[config.mk]
export PLATFORM = sky130hd
export DESIGN_NAME = board_top
export DESIGN_NICKNAME = d
export VERILOG_FILES = /design/src/logic/audio_pkg.sv /design/src/logic/board_pkg.sv /design/src/logic/board_top.sv /design/src/logic/i2s_audio_out.sv /design/src/logic/lab_top.sv /design/src/logic/lcd_timing.sv /design/src/logic/slow_tick_gen.sv
export SDC_FILE = /design/constraint.sdc
export NUM_CORES = 1
export LEC_CHECK = 0
export BUFFER_PORTS_ARGS = -buffer_cell sky130_fd_sc_hd__clkbuf_2
export CAP_MARGIN = 20
export CORE_AREA = 5 5 157 129
export DETAILED_ROUTE_END_ITERATION = 7
export DIE_AREA = 0 0 162 134
export PLACE_DENSITY = 0.52
export SKIP_CTS_REPAIR_TIMING = 1
export SLEW_MARGIN = 15
export SYNTH_ARGS = -nofsm -noshare
export SYNTH_HDL_FRONTEND = slang
export SYNTH_SLANG_ARGS = --single-unit
[constraint.sdc]
create_clock -name clk -period 5.1 [get_ports clk]
set_input_delay 0.51 -clock clk [delete_from_list [all_inputs] [get_ports clk]]
set_output_delay 0.51 -clock clk [all_outputs]
set_load 0.01 [all_outputs]
[src/logic/audio_pkg.sv]
package audio_pkg;

    // ------------------------------
    // Sample format
    // ------------------------------

    localparam int W_SAMPLE = 16;                 // Per channel, two's complement

    // ------------------------------
    // Serial timing
    // ------------------------------

    // clk cycles per half period of the bit clock
    localparam int BCK_DIV  = 4;

    // ------------------------------
    // Tone generator
    // ------------------------------

    // Amplitude per unit of sw, 15 x 2048 still fits a signed word
    localparam int AMP_STEP = 2048;

    typedef logic signed [W_SAMPLE - 1:0] sample_t;

endpackage

[src/logic/board_pkg.sv]
package board_pkg;

    // ------------------------------
    // Screen geometry
    // ------------------------------

    localparam int SCREEN_W = 800;                // Visible pixels per line
    localparam int SCREEN_H = 480;                // Visible lines per frame

    // Horizontal timing in pixel clocks
    localparam int H_FRONT  = 40;
    localparam int H_SYNC   = 48;
    localparam int H_BACK   = 168;
    localparam int H_TOTAL  = SCREEN_W + H_FRONT + H_SYNC + H_BACK;  // 1056

    // Vertical timing in lines
    localparam int V_FRONT  = 13;
    localparam int V_SYNC   = 3;
    localparam int V_BACK   = 29;
    localparam int V_TOTAL  = SCREEN_H + V_FRONT + V_SYNC + V_BACK;  // 525

    // ------------------------------
    // Board I/O
    // ------------------------------

    localparam int TICK_DIV_DEFAULT = 27000000;   // One tick per second at 27 MHz

    localparam int W_KEY = 4;
    localparam int W_SW  = 4;
    localparam int W_LED = 6;

    typedef logic [$clog2(SCREEN_W) - 1:0] coord_x_t;  // 0..799
    typedef logic [$clog2(SCREEN_H) - 1:0] coord_y_t;  // 0..479
    typedef logic [$clog2(H_TOTAL)  - 1:0] h_cnt_t;    // Whole line incl. blanking
    typedef logic [$clog2(V_TOTAL)  - 1:0] v_cnt_t;    // Whole frame incl. blanking

    typedef logic [4:0]         red_t;            // RGB565 panel
    typedef logic [5:0]         green_t;
    typedef logic [4:0]         blue_t;
    typedef logic [W_LED - 1:0] led_t;

    typedef struct packed {
        logic     de;                             // Visible pixel
        logic     hs;                             // Active low
        logic     vs;                             // Active low
        coord_x_t x;
        coord_y_t y;
    } lcd_sync_t;

    typedef struct packed {
        red_t   r;
        green_t g;
        blue_t  b;
    } rgb_t;

endpackage

[src/logic/board_top.sv]
module board_top
#(
    parameter int tick_div = board_pkg::TICK_DIV_DEFAULT
)
(
    input  logic                           clk,      // Also the pixel clock
    input  logic                           rst_n,

    input  logic [board_pkg::W_KEY - 1:0]  key,
    input  logic [board_pkg::W_SW  - 1:0]  sw,

    output board_pkg::led_t                led,

    output logic                           lcd_de,
    output logic                           lcd_hs,
    output logic                           lcd_vs,
    output board_pkg::red_t                lcd_r,
    output board_pkg::green_t              lcd_g,
    output board_pkg::blue_t               lcd_b,

    output logic                           hp_bck,   // Headphone DAC
    output logic                           hp_ws,
    output logic                           hp_din
);

    import board_pkg::*;
    import audio_pkg::*;

    logic      tick;
    lcd_sync_t sync_raw;                          // From the timing generator
    lcd_sync_t sync_out;                          // Delayed to match colour
    rgb_t      rgb;
    sample_t   sample;

    // ------------------------------
    // Blocks
    // ------------------------------

    slow_tick_gen #(.tick_div (tick_div)) i_slow_tick_gen
    (
        .clk   (clk),
        .rst_n (rst_n),
        .tick  (tick)
    );

    lcd_timing i_lcd_timing (.clk (clk), .rst_n (rst_n), .sync (sync_raw));

    lab_top i_lab_top
    (
        .clk    (clk),
        .rst_n  (rst_n),
        .tick   (tick),
        .key    (key),
        .sw     (sw),
        .sync   (sync_raw),
        .sync_q (sync_out),
        .rgb    (rgb),
        .led    (led),
        .sample (sample)
    );

    i2s_audio_out i_audio_out
    (
        .clk    (clk),
        .rst_n  (rst_n),
        .sample (sample),
        .bck    (hp_bck),
        .ws     (hp_ws),
        .sdata  (hp_din)
    );

    // Panel pins
    assign lcd_de = sync_out.de;
    assign lcd_hs = sync_out.hs;
    assign lcd_vs = sync_out.vs;
    assign lcd_r  = rgb.r;
    assign lcd_g  = rgb.g;
    assign lcd_b  = rgb.b;

endmodule

[src/logic/i2s_audio_out.sv]
module i2s_audio_out
(
    input  logic               clk,
    input  logic               rst_n,
    input  audio_pkg::sample_t sample,            // Held as a level
    output logic               bck,               // Bit clock
    output logic               ws,                // Low = left, high = right
    output logic               sdata
);

    import audio_pkg::*;

    logic [$clog2(BCK_DIV) - 1:0] div_cnt;        // clk cycles in half period
    logic                         half_done;
    logic                         bck_fall;       // bck about to go low

    logic [4:0]                   bit_cnt;        // Slot in 32-bit frame
    logic [4:0]                   bit_cnt_next;
    logic [2 * W_SAMPLE - 1:0]    shift_q;        // Left word above right word

    // ------------------------------
    // Bit clock divider
    // ------------------------------

    assign half_done = (div_cnt == BCK_DIV - 1);
    assign bck_fall  = half_done && bck;

    always_ff @(posedge clk or negedge rst_n)
    begin
        if (!rst_n)
        begin
            div_cnt <= '0;
            bck     <= 1'b0;                      // Idle low
        end
        else if (half_done)
        begin
            div_cnt <= '0;
            bck     <= !bck;
        end
        else
        begin
            div_cnt <= div_cnt + 1'b1;
        end
    end

    // ------------------------------
    // Frame and serializer
    // ------------------------------

    assign bit_cnt_next = bit_cnt + 5'd1;

    // Everything moves on the falling bck edge so the DAC samples
    // on the rising one. Slot 0 still carries the last bit of the
    // previous right word, which gives the one-bit I2S delay.
    always_ff @(posedge clk or negedge rst_n)
    begin
        if (!rst_n)
        begin
            bit_cnt <= '1;                        // First fall opens a frame
            ws      <= 1'b0;
            sdata   <= 1'b0;
            shift_q <= '0;
        end
        else if (bck_fall)
        begin
            bit_cnt <= bit_cnt_next;
            ws      <= bit_cnt_next[4];           // Upper half of frame is right
            sdata   <= shift_q[$left(shift_q)];   // MSB first
            if (bit_cnt_next == '0)
                shift_q <= {sample, sample};      // Same word on both channels
            else
                shift_q <= shift_q << 1;
        end
    end

    // ------------------------------
    // Checks
    // ------------------------------

    // Ties the frame register to the divider phase
    a_ws_on_fall : assert property (
        @(posedge clk) disable iff (!rst_n)
        $changed(ws) |-> $fell(bck)
    ) else $error("ws changed away from falling bck");

endmodule

[src/logic/lab_top.sv]
module lab_top
(
    input  logic                           clk,
    input  logic                           rst_n,
    input  logic                           tick,     // From slow_tick_gen

    input  logic [board_pkg::W_KEY - 1:0]  key,
    input  logic [board_pkg::W_SW  - 1:0]  sw,

    input  board_pkg::lcd_sync_t           sync,     // Raw timing
    output board_pkg::lcd_sync_t           sync_q,   // Aligned with rgb
    output board_pkg::rgb_t                rgb,

    output board_pkg::led_t                led,
    output audio_pkg::sample_t             sample
);

    import board_pkg::*;
    import audio_pkg::*;

    logic [2:0] bar;                              // Colour bar index
    rgb_t       rgb_d;
    logic       tone_neg;                         // Sign of the square wave
    sample_t    tone_mag;

    // ------------------------------
    // LED tick counter
    // ------------------------------

    // Wraps at 64 by width, key[0] wins over a tick
    always_ff @(posedge clk or negedge rst_n)
    begin
        if (!rst_n)
            led <= '0;
        else if (key[0])
            led <= '0;                            // Synchronous clear
        else if (tick)
            led <= led + 1'b1;
    end

    // ------------------------------
    // Colour bars
    // ------------------------------

    // Eight bars of 128 pixels, sw permutes them
    assign bar = sync.x[$left(sync.x) -: 3] ^ sw[2:0];

    always_comb
    begin
        rgb_d = '0;                               // Black in blanking
        if (sync.de)
        begin
            rgb_d.r = bar[0] ? '1 : '0;
            rgb_d.g = bar[1] ? '1 : '0;
            rgb_d.b = bar[2] ? '1 : '0;
        end
    end

    // Colour and syncs leave together, one cycle after lcd_timing
    always_ff @(posedge clk or negedge rst_n)
    begin
        if (!rst_n)
        begin
            rgb       <= '0;
            sync_q.de <= 1'b0;
            sync_q.hs <= 1'b1;
            sync_q.vs <= 1'b1;
            sync_q.x  <= '0;
            sync_q.y  <= '0;
        end
        else
        begin
            rgb    <= rgb_d;
            sync_q <= sync;
        end
    end

    // ------------------------------
    // Square-wave tone
    // ------------------------------

    always_ff @(posedge clk or negedge rst_n)
    begin
        if (!rst_n)
            tone_neg <= 1'b0;                     // Positive half first
        else if (tick)
            tone_neg <= !tone_neg;
    end

    assign tone_mag = sample_t'(AMP_STEP * int'(sw));  // Volume from sw
    assign sample   = tone_neg ? -tone_mag : tone_mag;

    // Painter and sync register must agree on blanking
    a_black_blank : assert property (
        @(posedge clk) disable iff (!rst_n)
        !sync_q.de |-> (rgb == '0)
    ) else $error("colour outside de");

endmodule

[src/logic/lcd_timing.sv]
module lcd_timing
(
    input  logic                  clk,
    input  logic                  rst_n,
    output board_pkg::lcd_sync_t  sync
);

    import board_pkg::*;

    h_cnt_t h_cnt;                                // Pixel position in line
    v_cnt_t v_cnt;                                // Line position in frame

    logic   h_last;                               // Last count of a line
    logic   v_last;                               // Last line of a frame
    logic   h_vis;
    logic   v_vis;
    logic   hs_act;
    logic   vs_act;

    // ------------------------------
    // Counters
    // ------------------------------

    assign h_last = (h_cnt == h_cnt_t'(H_TOTAL - 1));
    assign v_last = (v_cnt == v_cnt_t'(V_TOTAL - 1));

    // Horizontal wraps every line, vertical steps once per line
    always_ff @(posedge clk or negedge rst_n)
    begin
        if (!rst_n)
        begin
            h_cnt <= '0;
            v_cnt <= '0;
        end
        else if (h_last)
        begin
            h_cnt <= '0;
            if (v_last)
                v_cnt <= '0;                      // New frame
            else
                v_cnt <= v_cnt + 1'b1;
        end
        else
        begin
            h_cnt <= h_cnt + 1'b1;
        end
    end

    // ------------------------------
    // Region decode
    // ------------------------------

    // Visible area comes first in both directions
    assign h_vis  = (h_cnt < SCREEN_W);
    assign v_vis  = (v_cnt < SCREEN_H);

    // Sync pulses sit right after the front porch
    assign hs_act = (h_cnt >= SCREEN_W + H_FRONT)
                 && (h_cnt <  SCREEN_W + H_FRONT + H_SYNC);
    assign vs_act = (v_cnt >= SCREEN_H + V_FRONT)
                 && (v_cnt <  SCREEN_H + V_FRONT + V_SYNC);

    // ------------------------------
    // Registered outputs
    // ------------------------------

    always_ff @(posedge clk or negedge rst_n)
    begin
        if (!rst_n)
        begin
            sync.de <= 1'b0;
            sync.hs <= 1'b1;                      // Syncs idle high
            sync.vs <= 1'b1;
            sync.x  <= '0;
            sync.y  <= '0;
        end
        else
        begin
            sync.de <= h_vis && v_vis;
            sync.hs <= !hs_act;
            sync.vs <= !vs_act;
            sync.x  <= coord_x_t'(h_cnt);         // Only meaningful while de
            sync.y  <= coord_y_t'(v_cnt);
        end
    end

    // ------------------------------
    // Checks
    // ------------------------------

    a_h_range : assert property (
        @(posedge clk) disable iff (!rst_n)
        h_cnt < H_TOTAL
    ) else $error("horizontal count out of range");

    // Sync pulse must stay inside horizontal blanking
    a_de_hs : assert property (
        @(posedge clk) disable iff (!rst_n)
        sync.de |-> sync.hs
    ) else $error("de high during hsync");

endmodule

[src/logic/slow_tick_gen.sv]
module slow_tick_gen
#(
    parameter int tick_div = board_pkg::TICK_DIV_DEFAULT   // clk cycles per tick
)
(
    input  logic clk,
    input  logic rst_n,
    output logic tick                             // One clk wide strobe
);

    // Wide enough to hold tick_div - 1
    typedef logic [$clog2(tick_div + 1) - 1:0] cnt_t;

    cnt_t cnt;                                    // Cycles left until next tick

    // ------------------------------
    // Down-counter with reload
    // ------------------------------

    // The counter starts at tick_div - 1, so the first tick comes
    // tick_div cycles after reset release
    always_ff @(posedge clk or negedge rst_n)
    begin
        if (!rst_n)
        begin
            cnt  <= cnt_t'(tick_div - 1);
            tick <= 1'b0;
        end
        else
        begin
            tick <= (cnt == '0);                  // Registered strobe
            if (cnt == '0)
                cnt <= cnt_t'(tick_div - 1);      // Reload
            else
                cnt <= cnt - 1'b1;
        end
    end

    // ------------------------------
    // Checks
    // ------------------------------

    // A tick is a single-cycle strobe, never a level
    a_tick_single : assert property (
        @(posedge clk) disable iff (!rst_n)
        tick |=> !tick
    ) else $error("tick high on two consecutive cycles");

endmodule

### Yosys cells after proc, flatten, opt, wreduce, memory -nomap -nowiden

Cells that the tools add are included.

| word-level totals | value |
|---|---|
| register bits | 128 |
| logic and storage cells | 62 |

| operators by class | value |
|---|---|
| reductions and logical operators | 11 |
| add/subtract/negate cells | 7 |
| muxes and demuxes | 12 |
| eq/ne operators | 3 |
| $lt $le $gt $ge | 6 |
| bitwise operators | 1 |

Operators by type and width:

| kind | count |
|---|---|
| $mux W16 | 2 |
| $mux W32 | 1 |
| $logic_not A25 Y1 | 1 |
| $mux W25 | 1 |
| $sub A25 B1 Y25 const B | 1 |
| $lt A11 B10 Y1 const B | 2 |
| $lt A10 B9 Y1 const B | 2 |
| $mux W6 | 3 |
| $neg A15 Y16 | 1 |
| $add A11 B1 Y11 const B | 1 |
| $eq A11 B11 Y1 const B | 1 |
| $ge A11 B10 Y1 const B | 1 |
| $mux W11 | 1 |
| $add A10 B1 Y10 const B | 1 |
| $eq A10 B10 Y1 const B | 1 |
| $ge A10 B9 Y1 const B | 1 |
| $mux W10 | 1 |
| $mux W5 | 2 |
| $add A6 B1 Y6 const B | 1 |
| $add A5 B1 Y5 const B | 1 |
| $logic_not A5 Y1 | 1 |
| $logic_and A1 B1 Y1 | 4 |
| $logic_not A1 Y1 | 4 |
| $xor A3 B3 Y3 | 1 |
| 4 further kinds | 4 |

### Longest topological paths before layout

Gate-level depths: netlist (run 1).

| depth | value |
|---|---|
| depth in word-level cells | 3 |
| gate-level depth with buffers | 7 |
| depth with buffers taken out | 6 |

### Modules after synthesis

Synthesis (run 1) repeated with hierarchy kept, for this count alone.

| second synthesis, totals | value |
|---|---|
| cell total of the unflattened synthesis | 585 |
| area total of the unflattened synthesis | 6590.1 µm² |

By module, submodules not included:

| module | sequential area each (µm²) | cells an instance | area each (µm²) | times used |
|---|---|---|---|---|
| i2s_audio_out | 1057.3 | 241 | 2386.0 | 1 |
| lcd_timing | 1078.5 | 129 | 1659.1 | 1 |
| slow_tick_gen | 674.4 | 120 | 1286.2 | 1 |
| lab_top | 803.3 | 95 | 1258.7 | 1 |

### Worst setup path before layout (run 1)

No wires, ideal clock.

| timing | value |
|---|---|
| kind | register -> register |
| from | reg i_audio_out.bit_cnt[0] |
| to | reg i_audio_out.shift_q[15] |
| cell stages (with the launch flop) | 7 |
| data arrival time | 1.740 ns |
| setup slack | 3.234 ns |
| setup time | 0.126 ns |
| path buffers | 1 |
| cells stage by stage | dfstp_2 -> ha_1 -> or4_1 -> buf_2 -> nor2_4 -> nor2_1 -> a311o_1 |

| between the ends | value |
|---|---|
| cells in the longest elaborated chain, start to end | 3 |

Ends and longest elaborated chain:

| element | RTL line | text |
|---|---|---|
| from (decl) | i2s_audio_out.sv:17 | `logic [4:0] bit_cnt;` |
| from (signal assigned) | i2s_audio_out.sv:66 | `bit_cnt <= bit_cnt_next;` |
| $add A5 B1 Y5 | i2s_audio_out.sv:50 | `assign bit_cnt_next = bit_cnt + 5'd1;` |
| $logic_not A5 Y1 | i2s_audio_out.sv:69 | `if (bit_cnt_next == '0)` |
| $mux W32 | i2s_audio_out.sv:69 |  |
| to (signal assigned) | i2s_audio_out.sv:70 | `shift_q <= {sample, sample};` |
| to (signal assigned) | i2s_audio_out.sv:72 | `shift_q <= shift_q << 1;` |
| to (decl) | i2s_audio_out.sv:19 | `logic [2 * W_SAMPLE - 1:0] shift_q;` |

No other way between the ends.
A chain may end at the register's enable or synchronous reset.

### Worst setup path after layout (run 1)

| timing | value |
|---|---|
| from | reg i_audio_out.bit_cnt[0] |
| to | reg i_audio_out.shift_q[24] |

Same word-level chain as after synthesis.

==> metrics.md, run 1 <==
| Metric | Value |
|---|---|
| Clock transition at path regs | `0.07 ns` |
| Htree depth | `3` |
| Final worst setup slack | `2.76 ns` |
| Worst Max-Slew Pin Slew | `0.885 ns` |
| Die Width | `162 um` |
| FF+latch area | `2460 um^2` |
| Die area | `21700 um^2` |
| Portion of netlist area occupied by mux cells | `0.00690` |
| Post-DP HPWL | `5780 um` |
| Initial antenna violation count | `0` |
| Reg2Reg Setup Slack | `2.76 ns` |
| First-pass DRT Iterations | `4` |
| Final period util | `0.459` |
| Final GP Congestion | `slightly below 0.8` |
| Via/cell ratio | `4.47` |
| Crit Path Category | `reg -> reg` |
| Vias | `3046` |
| Final Instance Count excl. Fillers | `681` |
| Pwr dens | `297 nW/um^2` |
| IO buf count | `34` |
| Compound-Gate Fraction of Synth Area | `0.0833` |
| Num rows | `45` |
| Final hold viol count | `0` |
| Flops & latches, synth | `97` |
| Most common cell after layout, fill and taps aside | `dfrtp_1` |
| Total CTS buffers | `9` |
| Worst vdd ir | `~0.15 mV` |
| Die Span Y | `about 130 um` |
| Share of layout cells above drive strength 1 | `0.202` |
| IO Pins | `38` |
| Clk buf depth | `2` |
| CP max stage delay | `0.69 ns` |
| Detailed-route wire length | `8330 um` |
| Fmax | `between 400 and 500 MHz` |
| Mapped Area | `4540 um^2` |
| Routed len/inst | `~12 um` |
| Seq/Total Area, Yosys | `0.543` |
| Post-Syn Area per Cell | `approximately 11 um^2` |
| Max Cap Viol | `0` |
| Lkg Pwr | `about 2.2 nW` |
| Clock root buffer | `clkbuf_16` |
| TritonCTS clock tree | `built` |
| Post-synth EDFFs | `0` |
| Async S/R FF share, synth | `1.00` |
| Clk_lat worst skew | `~0.34 ns` |
| Min Clock Period, post-route | `2.34 ns` |
| Final antenna-violating net count | `0` |
| DRC errors left | `0` |
| Area growth, synth to finish | `14.2%` |
| CP required | `5.28 ns` |
| Multi-input gate area | `1870 um^2` |
| Share of the synthesized area in the top cell type | `0.381` |
| Clock sinks | `97` |
| Yosys synthesis warning count | `0` |
| Core footprint | `18600 um^2` |
| Worst-path cell chain | `ha_1 > or4_1 > a21oi_1 > o21ai_0` |
| Setup crit end kind | `flip-flop` |
| Synth Area in Simple Gates | `0.203` |
| Slowest CP cell | `a21oi_1` |
| Max_slew headroom | `0.409` |
| Synthesized Nets | `442` |
| Final core utilization | `0.279` |
| Layout fillers | `1909` |
| Initial Util | `0.244` |
| Largest net degree at the start of global routing | `52` |
| Nets | `463` |
| Placed Cells | `665` |
| Startpoint types | `flip-flop` |
| GR Util All Layers | `0.0809` |
| Vias in the first global route | `3014` |
| Post-Synth Adder-Cell Area | `0.0331` |
| Global-route wire length before repair | `between 10000 and 15000 um` |
| Setup violators final | `0` |
| Initial drt markers | `183` |
| Crit path DAT | `2.52 ns` |
| Main combinational cell family by area after synthesis | `simple AND/OR/NAND/NOR gates` |
| Max-slew violations | `0` |
| Area leader, netlist | `dfrtp_1` |
| Pre-CTS worst setup slack | `2.74 ns` |
| RSZ-0062 raised after global routing | `no` |
| Main flop type after synthesis | `dfrtp_1` |
| ANT cells | `0` |
| Commonest non-fill, non-tap cells in the layout | `dfrtp_1 (69), nand2_1 (53), clkbuf_2 (33), xor2_1 (28), dfstp_2 (28)` |
| CP max FO | `12` |
| Synth area leaders | `dfrtp_1 (38%), dfstp_2 (16%), xor2_1 (5.4%)` |
| Outcome | `completed` |
| GRT overflow | `0` |
| Worst Hold Class | `in -> async` |
| Synth Area in XOR/XNOR | `0.0869` |
| Clock Skew | `0.0118 ns` |
| Cell count after synthesis | `420` |
| Yosys cell types | `48` |
| TNS Setup | `0 ns` |
[path summary, 6_finish.rpt]
path	startpoint	end	cells after the start
hold reg to reg	i_lcd_timing.sync[20]$_DFF_PN1_	i_lab_top.sync_q[20]$_DFF_PN1_	0
min in group clk	i_lcd_timing.sync[20]$_DFF_PN1_	i_lab_top.sync_q[20]$_DFF_PN1_	0
hold / removal	rst_n	i_slow_tick_gen.cnt[9]$_DFF_PN0_	1
max in group asynchronous	rst_n	i_audio_out.shift_q[11]$_DFFE_PN0P_	2
setup / recovery	i_audio_out.bit_cnt[0]$_DFFE_PN1P_	i_audio_out.shift_q[24]$_DFFE_PN0P_	4
setup reg to reg	i_audio_out.bit_cnt[0]$_DFFE_PN1P_	i_audio_out.shift_q[24]$_DFFE_PN0P_	4
[registers in the layout, summed over array words and instances, names as in the netlist, 2 cells and up]
register             cells
i_audio_out.bit_cnt      5
i_audio_out.div_cnt      2
i_audio_out.shift_q     21
i_lab_top.led            6
i_lab_top.rgb            3
i_lab_top.sync_q         3
i_lcd_timing.h_cnt      11
i_lcd_timing.sync        6
i_lcd_timing.v_cnt      10
i_slow_tick_gen.cnt     25
[report_power, final]
part | internal [W] | switching (W)
registers | 0.000773 | 0.00000201
clock network | 0.000432 | 0.000294
logic | 0.00000993 | 0.0000256
total | 0.00121 | 0.000321
[routing by layer]
metal  GRT usage  share of wire  vias up
li1            -              -     1489
met1       0.105           0.48     1502
met2       0.129           0.46       46
met3      0.0267          0.049        9
met4      0.0240          0.011        0
met5           0              0        -
[logic make-up (layout without fill, tap and decap cells)]
family / after synthesis / count (layout)
buffers and inverters: 38 / 64
AO/OA/AOI/OAI: 57 / 57
XOR/XNOR: 45 / 45
flip-flops: 97 / 97
adder cells (fa/ha/maj): 12 / 12
multiplexers: 3 / 3
AND/OR/NAND/NOR: 168 / 168
[layout make-up]
cell class                 count  share of cell area
sequential                    97               0.475
multi-input combinational    285               0.362
tap                          235              0.0568
clock buffer                  10              0.0442
timing repair buffer          35              0.0348
clock inverter                 6              0.0174
inverter                      13             0.00942
[synth_stat cells, types with 5 or more instances]
cell type,instances
dfrtp_1,69
nand2_1,53
dfstp_2,28
xor2_1,28
nor2_1,26
o21ai_0,23
xnor2_1,17
nand3_1,16
buf_4,13
inv_1,13
ha_1,12
nand4_1,12
and2_1,11
or3_1,8
a21oi_1,6
and3_1,6
clkbuf_1,6
nor3_1,6
a211oi_1,5
a311o_1,5
buf_2,5
[worst max-delay path, delay by kind of cell (launching register included)]
family                   cells  cell delay [ns]
flip-flops                   1             0.40
AO/OA/AOI/OAI                2             0.90
adder cells (fa/ha/maj)      1             0.25
AND/OR/NAND/NOR              1             0.63
[metrics by stage]
step	hold WS [ns]	instance area, um^2	power [W]
finish	0.167	5180	0.00154
global route	0.231	5180	0.00160
CTS	0.191	5180	0.00157
detailed placement	0.351	4860	0.000826
global placement	0.348	4860	0.000825
floorplan	0.214	4540	0.000805
(Power assumes the default switching activity.)
==> run 2: changes to the inputs <==
==> constraint.sdc (replaced) <==
create_clock -name clk -period 2.2 [get_ports clk]
set_input_delay 0.22 -clock clk [delete_from_list [all_inputs] [get_ports clk]]
set_output_delay 0.22 -clock clk [all_outputs]
set_load 0.01 [all_outputs]
==> metrics.md, run 2 (synthesized netlist as in run 1, its figures left out) <==
| Metric | Value |
|---|---|
| Outcome | `completed` |
| CP required | `2.42 ns (-2.86 ns)` |
| Detailed-route wire length | `8440 um (+1.3%)` |
| Crit path DAT | `2.27 ns (-0.25 ns)` |
| Die Span Y | `134 um (unchanged)` |
| Biggest regs | `i_slow_tick_gen.cnt x25, i_audio_out.shift_q x21, i_lcd_timing.h_cnt x11` |
| Placed Cells | `678 (+2.0%)` |
| CP max stage delay | `0.63 ns (-0.06 ns)` |
| Htree depth | `3 (unchanged)` |
| Max_slew headroom | `0.702 (+0.294)` |
| DP Area | `4970 um^2 (+2.3%)` |
| Crit Path Category | `reg -> reg` |
| Pre-CTS worst setup slack | `0.175 ns (-2.57 ns)` |
| Worst Max-Slew Pin Slew | `0.446 ns (-0.438 ns)` |
| Clock root buffer | `clkbuf_16` |
| Top reg by flops | `i_slow_tick_gen.cnt` |
| ANT cells | `0 (unchanged)` |
| Multi-input gate area | `1870 um^2 (unchanged)` |
| Largest net degree at the start of global routing | `52 (unchanged)` |
| First-pass DRT Iterations | `4 (unchanged)` |
| CP Buf/Inv Count | `0 (unchanged)` |
| Initial Util | `0.244 (unchanged)` |
| Final GP Congestion | `0.770 (-0.21%)` |
| Die area | `21700 um^2 (unchanged)` |
| Total CTS buffers | `9 (unchanged)` |
| Initial antenna violation count | `0 (unchanged)` |
| Clock transition at path regs | `0.07 ns (about the same)` |
| GR Util All Layers | `0.0830 (+0.00215)` |
| Final period util | `0.932 (+0.473)` |
| IO buf count | `34 (unchanged)` |
| Pwr dens | `638 nW/um^2 (+120%)` |
| Vias | `3012 (-1.1%)` |
| TNS Setup | `0 ns (unchanged)` |
| Commonest non-fill, non-tap cells in the layout | `dfrtp_1 (69), nand2_1 (53), clkbuf_2 (33), xor2_1 (28), dfstp_2 (28)` |
| RSZ-0062 raised after global routing | `no` |
| Clk buf depth | `2 (unchanged)` |
| Max reg flops | `25 (unchanged)` |
| Critical path's top delay family | `simple AND/OR/NAND/NOR gates` |
| Die Width | `162 um (unchanged)` |
| Fmax | `488 MHz (+14%)` |
| Area growth, synth to finish | `15.9%` |
| Global-route wire length before repair | `14700 um (+1.2%)` |
| Num rows | `45 (unchanged)` |
| Worst Hold Class | `in -> reg` |
| Layout fillers | `1930 (+1.1%)` |
| Min Clock Period, post-route | `2.05 ns (-0.290 ns)` |
| Clk_lat worst skew | `0.34 ns (about the same)` |
| Worst vdd ir | `0.291 mV (+92%)` |
| Most common cell after layout, fill and taps aside | `dfrtp_1` |
| Setup crit end kind | `flip-flop` |
| Routed len/inst | `12.1 um (-0.73%)` |
| Max Cap Viol | `0 (unchanged)` |
| HP Start | `key[0]` |
| Clock sinks | `97 (unchanged)` |
| Initial drt markers | `186 (+1.6%)` |
| GRT overflow | `0 (unchanged)` |
| Via/cell ratio | `4.33 (-3.1%)` |
| Lkg Pwr | `2.26 nW (+2.7%)` |
| Final antenna-violating net count | `0 (unchanged)` |
| Final worst setup slack | `0.149 ns (-2.61 ns)` |
| Vias in the first global route | `3017 (+0.10%)` |
| Setup violators final | `0 (unchanged)` |
| Crit path launch | `i_audio_out.bit_cnt[0]$_DFFE_PN1P_` |
| Worst-path cell chain | `ha_1 > or4_1 > nor2_4 > nor2_1 > a311o_1` |
| Startpoint types | `flip-flop` |
| Post-DP HPWL | `5900 um (+2.1%)` |
| Final Instance Count excl. Fillers | `695 (+2.1%)` |
| DRC errors left | `0 (unchanged)` |
| Final hold slack | `0.129 ns (-0.0386 ns)` |
| Share of layout cells above drive strength 1 | `0.220 (+0.0178)` |
| IO Pins | `38 (unchanged)` |
| Clock Skew | `0.00870 ns (-0.00307 ns)` |
| TritonCTS clock tree | `built` |
| Slowest CP cell | `or4_1` |
| Nets | `477 (+3.0%)` |
| FF+latch area | `2460 um^2 (unchanged)` |
| Fin area | `5260 um^2 (+1.5%)` |
| CP max FO | `6 (-6)` |
| Final hold viol count | `0 (unchanged)` |
| Max-slew violations | `0 (unchanged)` |
| Core footprint | `18600 um^2 (unchanged)` |
| Reg-to-reg startpoint | `i_audio_out.bit_cnt[0]$_DFFE_PN1P_` |
## run 2: worst register-to-register path, cell delays in order, from the launching register on
cell	delay (ns)
dfstp_2	0.40
ha_1	0.25
or4_1	0.63
nor2_4	0.15
nor2_1	0.12
a311o_1	0.36
## run 2: stage by stage
stage / util / total power, W
global placement: 0.267 / 0.00192
CTS: 0.282 / 0.00343
finish: 0.283 / 0.00335
floorplan: - / 0.00187
global route: 0.283 / 0.00351
detailed placement: 0.267 / 0.00192
## run 2: power by group
group,internal (W),leakage (nW),switching [W],total [W]
clock network,0.000830,0.137,0.000638,0.00147
registers,0.00179,1.20,0.00000456,0.00180
logic,0.0000280,0.919,0.0000609,0.0000889
total,0.00265,2.26,0.000703,0.00335
## run 2: path summary, 6_finish.rpt
kind | cells past startpoint | slack (ns) | endpoint
min in group asynchronous | 2 | 0.39 | i_slow_tick_gen.cnt[9]$_DFF_PN0_
min | 2 | 0.13 | i_lab_top.led[0]$_DFFE_PN0P_
max reg2reg | 5 | 0.15 | i_audio_out.shift_q[28]$_DFFE_PN0P_
min reg2reg | 0 | 0.35 | i_lab_top.sync_q[19]$_DFF_PN1_
max in group asynchronous | 3 | 1.15 | i_audio_out.bit_cnt[1]$_DFFE_PN1P_
max | 5 | 0.15 | i_audio_out.shift_q[28]$_DFFE_PN0P_
## run 2: routing by layer
metal,share of wire,global-route usage,wire (um),up-vias
li1,-,-,-,1517
met1,0.51,0.110,4290,1445
met2,0.43,0.126,3610,42
met3,0.048,0.0298,406,8
met4,0.015,0.0296,123,0
met5,0,0,0,-
## run 2: area by class of cell
cell class / count / share of cell area
Tap cell: 235 / 0.0559
Clock inverter: 2 / 0.00262
Timing Repair Buffer: 49 / 0.0571
Sequential cell: 97 / 0.468
Multi-Input combinational cell: 285 / 0.356
Clock buffer: 14 / 0.0502
Inverter: 13 / 0.00928
